==> src/source/uart_alu_pkg.sv <==
package uart_alu_pkg;

  ////////////////////////////////////////////////////////////////////////////
  // Clocking and UART frame format.
  ////////////////////////////////////////////////////////////////////////////

  localparam int CLK_FREQ_HZ = 10_000_000;  // System clock.
  localparam int BAUD_RATE   = 115_200;     // Line rate.
  localparam int OVERSAMPLE  = 16;          // Ticks per bit.
  localparam int BAUD_DIV    =              // Clocks per tick, rounded.
    (CLK_FREQ_HZ + (BAUD_RATE * OVERSAMPLE) / 2) / (BAUD_RATE * OVERSAMPLE);
  localparam int BAUD_CNT_W  = $clog2(BAUD_DIV);  // Divider counter width.
  localparam int DATA_BITS   = 8;           // Payload bits per frame.
  localparam int STOP_BITS   = 2;           // Stop bits per frame.

  // Vector types.
  typedef logic [DATA_BITS-1:0]           byte_t;      // Data or operand.
  typedef logic [7:0]                     opcode_t;    // ALU opcode.
  typedef logic [$clog2(OVERSAMPLE)-1:0]  tick_cnt_t;  // Ticks inside a bit.
  typedef logic [$clog2(DATA_BITS)-1:0]   bit_cnt_t;   // Bit index.

  // Counter end points.
  localparam tick_cnt_t TICK_MID  = tick_cnt_t'(OVERSAMPLE / 2 - 1);  // Mid bit.
  localparam tick_cnt_t TICK_LAST = tick_cnt_t'(OVERSAMPLE - 1);      // Bit end.
  localparam bit_cnt_t  BIT_LAST  = bit_cnt_t'(DATA_BITS - 1);        // MSB.
  localparam bit_cnt_t  STOP_LAST = bit_cnt_t'(STOP_BITS - 1);        // Last stop.

  ////////////////////////////////////////////////////////////////////////////
  // ALU opcodes.
  ////////////////////////////////////////////////////////////////////////////

  localparam opcode_t OP_ADD = 8'h20;  // A + B.
  localparam opcode_t OP_SUB = 8'h22;  // A - B.
  localparam opcode_t OP_AND = 8'h24;
  localparam opcode_t OP_OR  = 8'h25;
  localparam opcode_t OP_XOR = 8'h26;
  localparam opcode_t OP_NOR = 8'h27;
  localparam opcode_t OP_SRL = 8'h02;  // Logical right shift.
  localparam opcode_t OP_SRA = 8'h03;  // Arithmetic right shift.

  // State machines.
  typedef enum logic [1:0] {RX_IDLE, RX_START, RX_DATA, RX_STOP} rx_state_t;
  typedef enum logic [1:0] {TX_IDLE, TX_START, TX_DATA, TX_STOP} tx_state_t;
  typedef enum logic [1:0] {C_GET_A, C_GET_B, C_GET_OP, C_SEND} ctrl_state_t;

endpackage

==> src/source/baud_tick_gen.sv <==
`timescale 1ns/1ps

module baud_tick_gen
  import uart_alu_pkg::*;
(
  input  logic i_clock,  // System clock.
  input  logic i_rst_n,  // Sync reset, active low.
  output logic o_tick    // 16x oversampling strobe.
);

  logic [BAUD_CNT_W-1:0] div_cnt;  // Clocks since last tick.
  logic                  wrap;     // Counter at its end value.

  assign wrap = (div_cnt == BAUD_CNT_W'(BAUD_DIV - 1));

  // Free running divider.
  always_ff @(posedge i_clock) begin
    if (!i_rst_n) begin
      div_cnt <= '0;
      o_tick  <= 1'b0;
    end else begin
      o_tick <= wrap;  // One clock wide.
      if (wrap) begin
        div_cnt <= '0;
      end else begin
        div_cnt <= div_cnt + 1'b1;
      end
    end
  end

endmodule

==> src/source/uart_rx.sv <==
`timescale 1ns/1ps

module uart_rx
  import uart_alu_pkg::*;
(
  input  logic  i_clock,  // System clock.
  input  logic  i_rst_n,  // Sync reset, active low.
  input  logic  i_tick,   // Oversampling strobe.
  input  logic  i_rxd,    // Serial line, idle high.
  output byte_t o_data,   // Last good byte.
  output logic  o_valid   // One clock per good frame.
);

  logic      rxd_meta;   // First sync stage.
  logic      rxd_sync;   // Line, safe to use.
  rx_state_t state;
  tick_cnt_t tick_cnt;   // Ticks into the current bit.
  bit_cnt_t  bit_cnt;    // Data bit being received.
  byte_t     shift_reg;  // Assembles the byte, LSB first.

  // Two flop synchronizer; line idles high.
  always_ff @(posedge i_clock) begin
    if (!i_rst_n) begin
      rxd_meta <= 1'b1;
      rxd_sync <= 1'b1;
    end else begin
      rxd_meta <= i_rxd;
      rxd_sync <= rxd_meta;
    end
  end

  ////////////////////////////////////////////////////////////////////////////
  // Frame FSM. Sampling points sit mid bit after the start check.
  ////////////////////////////////////////////////////////////////////////////

  always_ff @(posedge i_clock) begin
    if (!i_rst_n) begin
      state    <= RX_IDLE;
      tick_cnt <= '0;
      bit_cnt  <= '0;
      o_valid  <= 1'b0;
      o_data   <= '0;  // Keeps LEDs defined.
    end else begin
      o_valid <= 1'b0;  // Pulse by default off.
      if (i_tick) begin
        case (state)
          RX_IDLE: begin
            if (!rxd_sync) begin  // Possible start edge.
              state    <= RX_START;
              tick_cnt <= '0;
            end
          end
          RX_START: begin
            if (tick_cnt == TICK_MID) begin
              tick_cnt <= '0;
              bit_cnt  <= '0;
              // Still low at mid bit, real start. Otherwise a glitch.
              state    <= rxd_sync ? RX_IDLE : RX_DATA;
            end else begin
              tick_cnt <= tick_cnt + 1'b1;
            end
          end
          RX_DATA: begin
            if (tick_cnt == TICK_LAST) begin
              tick_cnt <= '0;
              if (bit_cnt == BIT_LAST) begin
                state <= RX_STOP;
              end else begin
                bit_cnt <= bit_cnt + 1'b1;
              end
            end else begin
              tick_cnt <= tick_cnt + 1'b1;
            end
          end
          RX_STOP: begin
            if (tick_cnt == TICK_LAST) begin  // Middle of first stop bit.
              state <= RX_IDLE;
              if (rxd_sync) begin  // Bad stop bit drops the frame.
                o_valid <= 1'b1;
                o_data  <= shift_reg;
              end
            end else begin
              tick_cnt <= tick_cnt + 1'b1;
            end
          end
          default: state <= RX_IDLE;
        endcase
      end
    end
  end

  // Data shifter, MSB enters last.
  always_ff @(posedge i_clock) begin
    if (i_tick && (state == RX_DATA) && (tick_cnt == TICK_LAST)) begin
      shift_reg <= {rxd_sync, shift_reg[DATA_BITS-1:1]};
    end
  end

endmodule

==> src/source/uart_tx.sv <==
`timescale 1ns/1ps

module uart_tx
  import uart_alu_pkg::*;
(
  input  logic  i_clock,  // System clock.
  input  logic  i_rst_n,  // Sync reset, active low.
  input  logic  i_tick,   // Oversampling strobe.
  input  byte_t i_data,   // Byte to send.
  input  logic  i_valid,  // Byte offered.
  output logic  o_ready,  // Idle, byte can be taken.
  output logic  o_txd     // Serial line, idle high.
);

  tx_state_t state;
  tick_cnt_t tick_cnt;   // Ticks into the current bit.
  bit_cnt_t  bit_cnt;    // Data or stop bit index.
  byte_t     shift_reg;  // Outgoing byte, LSB at bit 0.
  logic      xfer;       // Handshake completes.
  logic      bit_end;    // Last tick of a bit.

  assign o_ready = (state == TX_IDLE);
  assign xfer    = i_valid && o_ready;
  assign bit_end = i_tick && (tick_cnt == TICK_LAST);

  ////////////////////////////////////////////////////////////////////////////
  // Frame FSM. Line updates only on ticks so bits align to the tick grid.
  ////////////////////////////////////////////////////////////////////////////

  always_ff @(posedge i_clock) begin
    if (!i_rst_n) begin
      state    <= TX_IDLE;
      tick_cnt <= '0;
      bit_cnt  <= '0;
      o_txd    <= 1'b1;
    end else if (xfer) begin
      state    <= TX_START;  // Start bit from the next tick.
      tick_cnt <= '0;
      bit_cnt  <= '0;
    end else if (i_tick) begin
      case (state)
        TX_IDLE:  o_txd <= 1'b1;
        TX_START: o_txd <= 1'b0;
        TX_DATA:  o_txd <= shift_reg[0];
        TX_STOP:  o_txd <= 1'b1;
        default:  o_txd <= 1'b1;
      endcase
      if (state != TX_IDLE) begin
        tick_cnt <= tick_cnt + 1'b1;  // Wraps at 16.
      end
      if (bit_end) begin
        case (state)
          TX_START: state <= TX_DATA;
          TX_DATA: begin
            if (bit_cnt == BIT_LAST) begin
              state   <= TX_STOP;
              bit_cnt <= '0;
            end else begin
              bit_cnt <= bit_cnt + 1'b1;
            end
          end
          TX_STOP: begin
            if (bit_cnt == STOP_LAST) begin
              state <= TX_IDLE;  // Ready again.
            end else begin
              bit_cnt <= bit_cnt + 1'b1;
            end
          end
          default: state <= TX_IDLE;
        endcase
      end
    end
  end

  // Load on transfer, shift after each data bit.
  always_ff @(posedge i_clock) begin
    if (xfer) begin
      shift_reg <= i_data;
    end else if (bit_end && (state == TX_DATA)) begin
      shift_reg <= {1'b0, shift_reg[DATA_BITS-1:1]};
    end
  end

endmodule

==> src/source/alu.sv <==
`timescale 1ns/1ps

module alu
  import uart_alu_pkg::*;
(
  input  byte_t   i_opnd_a,  // Operand A.
  input  byte_t   i_opnd_b,  // Operand B, shift amount for shifts.
  input  opcode_t i_opcode,  // Operation select.
  output byte_t   o_result   // Eight bit result.
);

  logic [2:0] shamt;  // Only the low bits of B shift.

  assign shamt = i_opnd_b[2:0];

  ////////////////////////////////////////////////////////////////////////////
  // Opcode decode.
  ////////////////////////////////////////////////////////////////////////////

  always_comb begin
    case (i_opcode)
      OP_ADD:  o_result = i_opnd_a + i_opnd_b;  // Carry dropped.
      OP_SUB:  o_result = i_opnd_a - i_opnd_b;  // Borrow dropped.
      OP_AND:  o_result = i_opnd_a & i_opnd_b;
      OP_OR:   o_result = i_opnd_a | i_opnd_b;
      OP_XOR:  o_result = i_opnd_a ^ i_opnd_b;
      OP_NOR:  o_result = ~(i_opnd_a | i_opnd_b);
      OP_SRL:  o_result = i_opnd_a >> shamt;  // Zero fill.
      OP_SRA:  o_result = byte_t'($signed(i_opnd_a) >>> shamt);  // Sign fill.
      default: o_result = '0;  // Unknown opcode.
    endcase
  end

endmodule

==> src/source/alu_frame_ctrl.sv <==
`timescale 1ns/1ps

module alu_frame_ctrl
  import uart_alu_pkg::*;
(
  input  logic    i_clock,     // System clock.
  input  logic    i_rst_n,     // Sync reset, active low.
  input  byte_t   i_rx_data,   // Received byte.
  input  logic    i_rx_valid,  // Received byte strobe.
  input  byte_t   i_result,    // ALU result.
  output byte_t   o_opnd_a,    // Operand A to ALU.
  output byte_t   o_opnd_b,    // Operand B to ALU.
  output opcode_t o_opcode,    // Opcode to ALU.
  output byte_t   o_tx_data,   // Reply byte.
  output logic    o_tx_valid,  // Reply offered.
  input  logic    i_tx_ready   // Transmitter idle.
);

  ctrl_state_t state;
  logic        tx_done;  // Reply taken this clock.

  assign tx_done = o_tx_valid && i_tx_ready;

  ////////////////////////////////////////////////////////////////////////////
  // Command sequencer. A, B, opcode, then one reply.
  ////////////////////////////////////////////////////////////////////////////

  always_ff @(posedge i_clock) begin
    if (!i_rst_n) begin
      state      <= C_GET_A;
      o_tx_valid <= 1'b0;
    end else begin
      case (state)
        C_GET_A: begin
          if (i_rx_valid) begin
            state <= C_GET_B;
          end
        end
        C_GET_B: begin
          if (i_rx_valid) begin
            state <= C_GET_OP;
          end
        end
        C_GET_OP: begin
          if (i_rx_valid) begin
            state <= C_SEND;
          end
        end
        C_SEND: begin  // Incoming bytes are ignored here.
          if (tx_done) begin
            o_tx_valid <= 1'b0;
            state      <= C_GET_A;
          end else begin
            o_tx_valid <= 1'b1;  // First clock raises it.
          end
        end
        default: state <= C_GET_A;
      endcase
    end
  end

  // Operand and reply registers.
  always_ff @(posedge i_clock) begin
    if (i_rx_valid) begin
      case (state)
        C_GET_A:  o_opnd_a <= i_rx_data;
        C_GET_B:  o_opnd_b <= i_rx_data;
        C_GET_OP: o_opcode <= i_rx_data;
        default:  ;
      endcase
    end
    // Capture once, then hold while the reply waits.
    if ((state == C_SEND) && !o_tx_valid) begin
      o_tx_data <= i_result;
    end
  end

endmodule

==> src/source/uart_alu_top.sv <==
`timescale 1ns/1ps

module uart_alu_top
  import uart_alu_pkg::*;
(
  input  logic       i_clock,     // 10 MHz system clock.
  input  logic       i_rst_n,     // Sync reset, active low.
  input  logic       i_uart_rxd,  // From host.
  output logic       o_uart_txd,  // To host.
  output logic [3:0] o_leds       // Low nibble of last byte.
);

  logic    tick;      // Oversampling strobe.
  byte_t   rx_data;   // Byte from receiver.
  logic    rx_valid;
  byte_t   opnd_a;
  byte_t   opnd_b;
  opcode_t opcode;
  byte_t   result;    // ALU output.
  byte_t   tx_data;   // Reply to transmitter.
  logic    tx_valid;
  logic    tx_ready;

  assign o_leds = rx_data[3:0];  // Held until next good frame.

  ////////////////////////////////////////////////////////////////////////////
  // Block instances.
  ////////////////////////////////////////////////////////////////////////////

  baud_tick_gen u_baud_tick_gen (
    .i_clock (i_clock),
    .i_rst_n (i_rst_n),
    .o_tick  (tick)
  );

  uart_rx u_uart_rx (
    .i_clock (i_clock),
    .i_rst_n (i_rst_n),
    .i_tick  (tick),
    .i_rxd   (i_uart_rxd),
    .o_data  (rx_data),
    .o_valid (rx_valid)
  );

  alu_frame_ctrl u_alu_frame_ctrl (
    .i_clock    (i_clock),
    .i_rst_n    (i_rst_n),
    .i_rx_data  (rx_data),
    .i_rx_valid (rx_valid),
    .i_result   (result),
    .o_opnd_a   (opnd_a),
    .o_opnd_b   (opnd_b),
    .o_opcode   (opcode),
    .o_tx_data  (tx_data),
    .o_tx_valid (tx_valid),
    .i_tx_ready (tx_ready)
  );

  alu u_alu (
    .i_opnd_a (opnd_a),
    .i_opnd_b (opnd_b),
    .i_opcode (opcode),
    .o_result (result)
  );

  uart_tx u_uart_tx (
    .i_clock (i_clock),
    .i_rst_n (i_rst_n),
    .i_tick  (tick),
    .i_data  (tx_data),
    .i_valid (tx_valid),
    .o_ready (tx_ready),
    .o_txd   (o_uart_txd)
  );

endmodule

==> config.mk <==
export PLATFORM = sky130hd
export DESIGN_NAME = uart_alu_top
export DESIGN_NICKNAME = d
export VERILOG_FILES = /design/src/source/uart_alu_pkg.sv /design/src/source/baud_tick_gen.sv /design/src/source/uart_rx.sv /design/src/source/uart_tx.sv /design/src/source/alu.sv /design/src/source/alu_frame_ctrl.sv /design/src/source/uart_alu_top.sv
export SDC_FILE = /design/constraint.sdc
export NUM_CORES = 1
export LEC_CHECK = 0
export CORE_ASPECT_RATIO = 1.2
export CORE_MARGIN = 5
export CORE_UTILIZATION = 41
export DETAILED_ROUTE_END_ITERATION = 7
export DONT_BUFFER_PORTS = 1
export PLACE_DENSITY_LB_ADDON = 0.3
export SLEW_MARGIN = 20
export SYNTH_ARGS = -nofsm -noshare
export SYNTH_HDL_FRONTEND = slang
export SYNTH_SLANG_ARGS = --single-unit
==> constraint.sdc <==
create_clock -name i_clock -period 4.4 [get_ports i_clock]
set_input_delay 0.22 -clock i_clock [delete_from_list [all_inputs] [get_ports i_clock]]
set_output_delay 0.22 -clock i_clock [all_outputs]
set_load 0.01 [all_outputs]
==> flow_summary.ini <==
[finish]
drive_gt1_frac = 0.0745
area_growth_pct = 9.10
nNetsFinal = 484
final_common_cell = edfxtp_1
finish.utilization = 0.460
final_cell_mix = edfxtp_1, ha_1, nor2_1
nFillCells = 1069
diodes = 0

[placement]
port_buffers = 0
hpwlAfterDp_um = 6700
gp_congestion = 0.907

[routing]
wire_per_inst_um = 15.2
drtIter0Drc = 162
final_antenna_net_count = 0
wl_um = 9070
avgViaCountPerCell = 5.32
dr.pass1.iters = 4
vias = 3176
drc = 0

[floorplan]
core_um2 = 11100
rows = 42
die_x_um = 108
initial_core_util = 0.422
die_h_um = 127
ios = 8
die_area_um2 = 13700

[sta]
setup_viol = 0
final.setup.tns_ns = 0
drv_slew = 0
fmax_mhz = 301
hold_violations = 0
rsz0062_at_grt = no
fin_crit_sh = 0.756
fin_crit_ns = 3.33
clock_skew_ns = 0.00817
slew_headroom = 0.415
worst_slew_pin_slew_ns = 0.874

[hold_path]
min_path_cells = 2
min_path_type = in2reg

[setup_path]
cp.required_ns = 4.48
crit_end = u_alu_frame_ctrl.o_tx_data[7]$_DFFE_PP_
start_kind = register
r2r_start = u_alu_frame_ctrl.o_opcode[0]$_DFFE_PP_
reg2reg_depth = 10
cp_max_fo = 23
crit_start = u_alu_frame_ctrl.o_opcode[0]$_DFFE_PP_
r2r_slack_ns = 1.07
r2r_end = u_alu_frame_ctrl.o_tx_data[7]$_DFFE_PP_
arrival_ns = 3.40
crit_type = reg2reg
critPathCaptureType = register

[clock_network]
cts_buffer_depth = 2
post-cts-setup-buffers = 0
cts_buffers = 9
cts_tree = yes
cts_root_buf = clkbuf_16
clkTransAtPathRegs_ns = 0.06
numClockSinks = 85
clk-insertion-delay-late_ns = 0.34
htreeDepth = 3

[synthesis]
yosysUniqueCellTypes = 58
async_flop_share = 0
yosysSeqAreaShare = 0.464
yosysWarnings = 0
syn_area_per_cell_um2 = 10.6
ys_dominant_reg_cell = edfxtp_1
netlist_instances = 443
syn_nets = 489
synth_edf_count = 48
synth_seq_cells = 85
netlist_area_um2 = 4700

[grt]
grt_pass1_wl_um = 15400
grt-ovfl-total = 0
grt_pass1_vias = 3185
grt_max_degree = 24
grt_use_total = 0.143
antenna_found_initial = 0

[job]
drv_cap = 0

[power]
power.leakage_nw = 1.96
ir_worst_vdd_v = 0.000255
total_power_mw = 1.61
powerDensity_nw_per_um2 = 314

[run_status]
status = finished clean
## how the worst min path moves through the flow
| stage | to | startpoint |
|---|---|---|
| 6_report | u_alu_frame_ctrl.o_tx_valid$_SDFFE_PN0N_ | i_rst_n |
| 3_3_place_gp | u_uart_rx.rxd_sync$_SDFF_PN1_ | i_rst_n |
| 5_1_grt | u_alu_frame_ctrl.o_tx_valid$_SDFFE_PN0N_ | i_rst_n |
| 2_1_floorplan | u_uart_rx.rxd_meta$_SDFF_PN1_ | i_rst_n |
| 3_5_place_dp | u_uart_rx.rxd_meta$_SDFF_PN1_ | i_rst_n |
| 4_1_cts | u_alu_frame_ctrl.o_tx_valid$_SDFFE_PN0N_ | i_rst_n |
## critical path: stages, from the launching register on
cell and delay [ns]:
edfxtp_1 0.67, nor2_1 0.36, nand4_1 0.30, o21ai_0 0.38, inv_1 0.09, ha_1 0.27, nor2b_1 0.14, o31a_1 0.27
o41ai_1 0.34, or4_1 0.17, nand3_1 0.07
## cell type report
class                           instances  area (um2)  area share
Clock buffer                           12         268      0.0522
Clock inverter                          4        28.8     0.00561
Inverter                               28         105      0.0205
Multi-Input combinational cell        311        2330       0.453
Sequential cell                        85        2180       0.425
Tap cell                              154         193      0.0376
Timing Repair Buffer                    3        27.5     0.00537
## synth_stat cells (2+ instances only)
| cell type | count | area share |
|---|---|---|
| a211oi_1 | 9 | 0.014 |
| a21oi_1 | 17 | 0.018 |
| a22oi_1 | 2 | 0.0032 |
| a31oi_1 | 4 | 0.0053 |
| and2_1 | 5 | 0.0067 |
| and3_1 | 5 | 0.0067 |
| buf_1 | 3 | 0.0024 |
| buf_4 | 4 | 0.0064 |
| clkbuf_1 | 11 | 0.0088 |
| dfxtp_1 | 37 | 0.16 |
| edfxtp_1 | 48 | 0.31 |
| ha_1 | 42 | 0.11 |
| inv_1 | 28 | 0.022 |
| mux2_2 | 8 | 0.019 |
| mux2i_1 | 26 | 0.055 |
| mux4_2 | 2 | 0.0096 |
| nand2_1 | 29 | 0.023 |
| nand2b_1 | 4 | 0.0053 |
| nand3_1 | 6 | 0.0064 |
| nand4_1 | 5 | 0.0067 |
| nor2_1 | 40 | 0.032 |
| nor2b_1 | 9 | 0.012 |
| nor3_1 | 10 | 0.011 |
| nor3b_1 | 3 | 0.0048 |
| o211a_1 | 2 | 0.0043 |
| o211ai_1 | 2 | 0.0032 |
| o21a_1 | 3 | 0.0048 |
| o21ai_0 | 16 | 0.017 |
| o21bai_1 | 4 | 0.0064 |
| o22ai_1 | 7 | 0.0093 |
| o31a_1 | 2 | 0.0037 |
| o31ai_1 | 2 | 0.0032 |
| or2_2 | 2 | 0.0027 |
| or3_1 | 3 | 0.0040 |
| xnor2_1 | 12 | 0.022 |
| xor2_1 | 9 | 0.017 |
## per-stage QoR
step	cells	area (um2)	worst slack (ns)	hold slack [ns]
3_3_place_gp	579	4810	1.23	0.298
2_1_floorplan	443	4700	1.57	0.293
6_report	597	5130	1.07	0.0204
5_1_grt	597	5130	0.779	0.0249
3_5_place_dp	579	4810	1.14	0.300
4_1_cts	597	5120	1.12	0.00195
## logic make-up (layout without fill, tap and decap cells)
logic type               Yosys count  after routing  share of synthesized area
XOR/XNOR                          21             21                     0.0391
AND/OR/NAND/NOR                  129            129                      0.139
adder cells (fa/ha/maj)           43             43                      0.116
multiplexers                      36             36                     0.0841
AO/OA/AOI/OAI                     82             82                      0.115
buffers and inverters             47             47                     0.0423
flip-flops                        85             85                      0.464
## where the power goes
part | leakage (nW) | total [mW] | switching (mW) | internal (mW)
sequential | 0.738 | 0.841 | 0.00471 | 0.836
combinational | 1.08 | 0.0308 | 0.0180 | 0.0128
clock | 0.142 | 0.739 | 0.305 | 0.433
total | 1.96 | 1.61 | 0.328 | 1.28
## routing by layer
| metal | track usage | routed length, um |
|---|---|---|
| met1 | 0.166 | 3910 |
| met2 | 0.245 | 4590 |
| met5 | 0 | 0 |
| met3 | 0.0358 | 313 |
| met4 | 0.0691 | 256 |
## repair_timing
action | 4_1_cts | 5_1_grt
resized for setup | 0 | 0
endpoints found under the hold margin | 3 | 0
hold buffers | 2 | 0
Note: power is estimated with default switching activity, not from simulation.
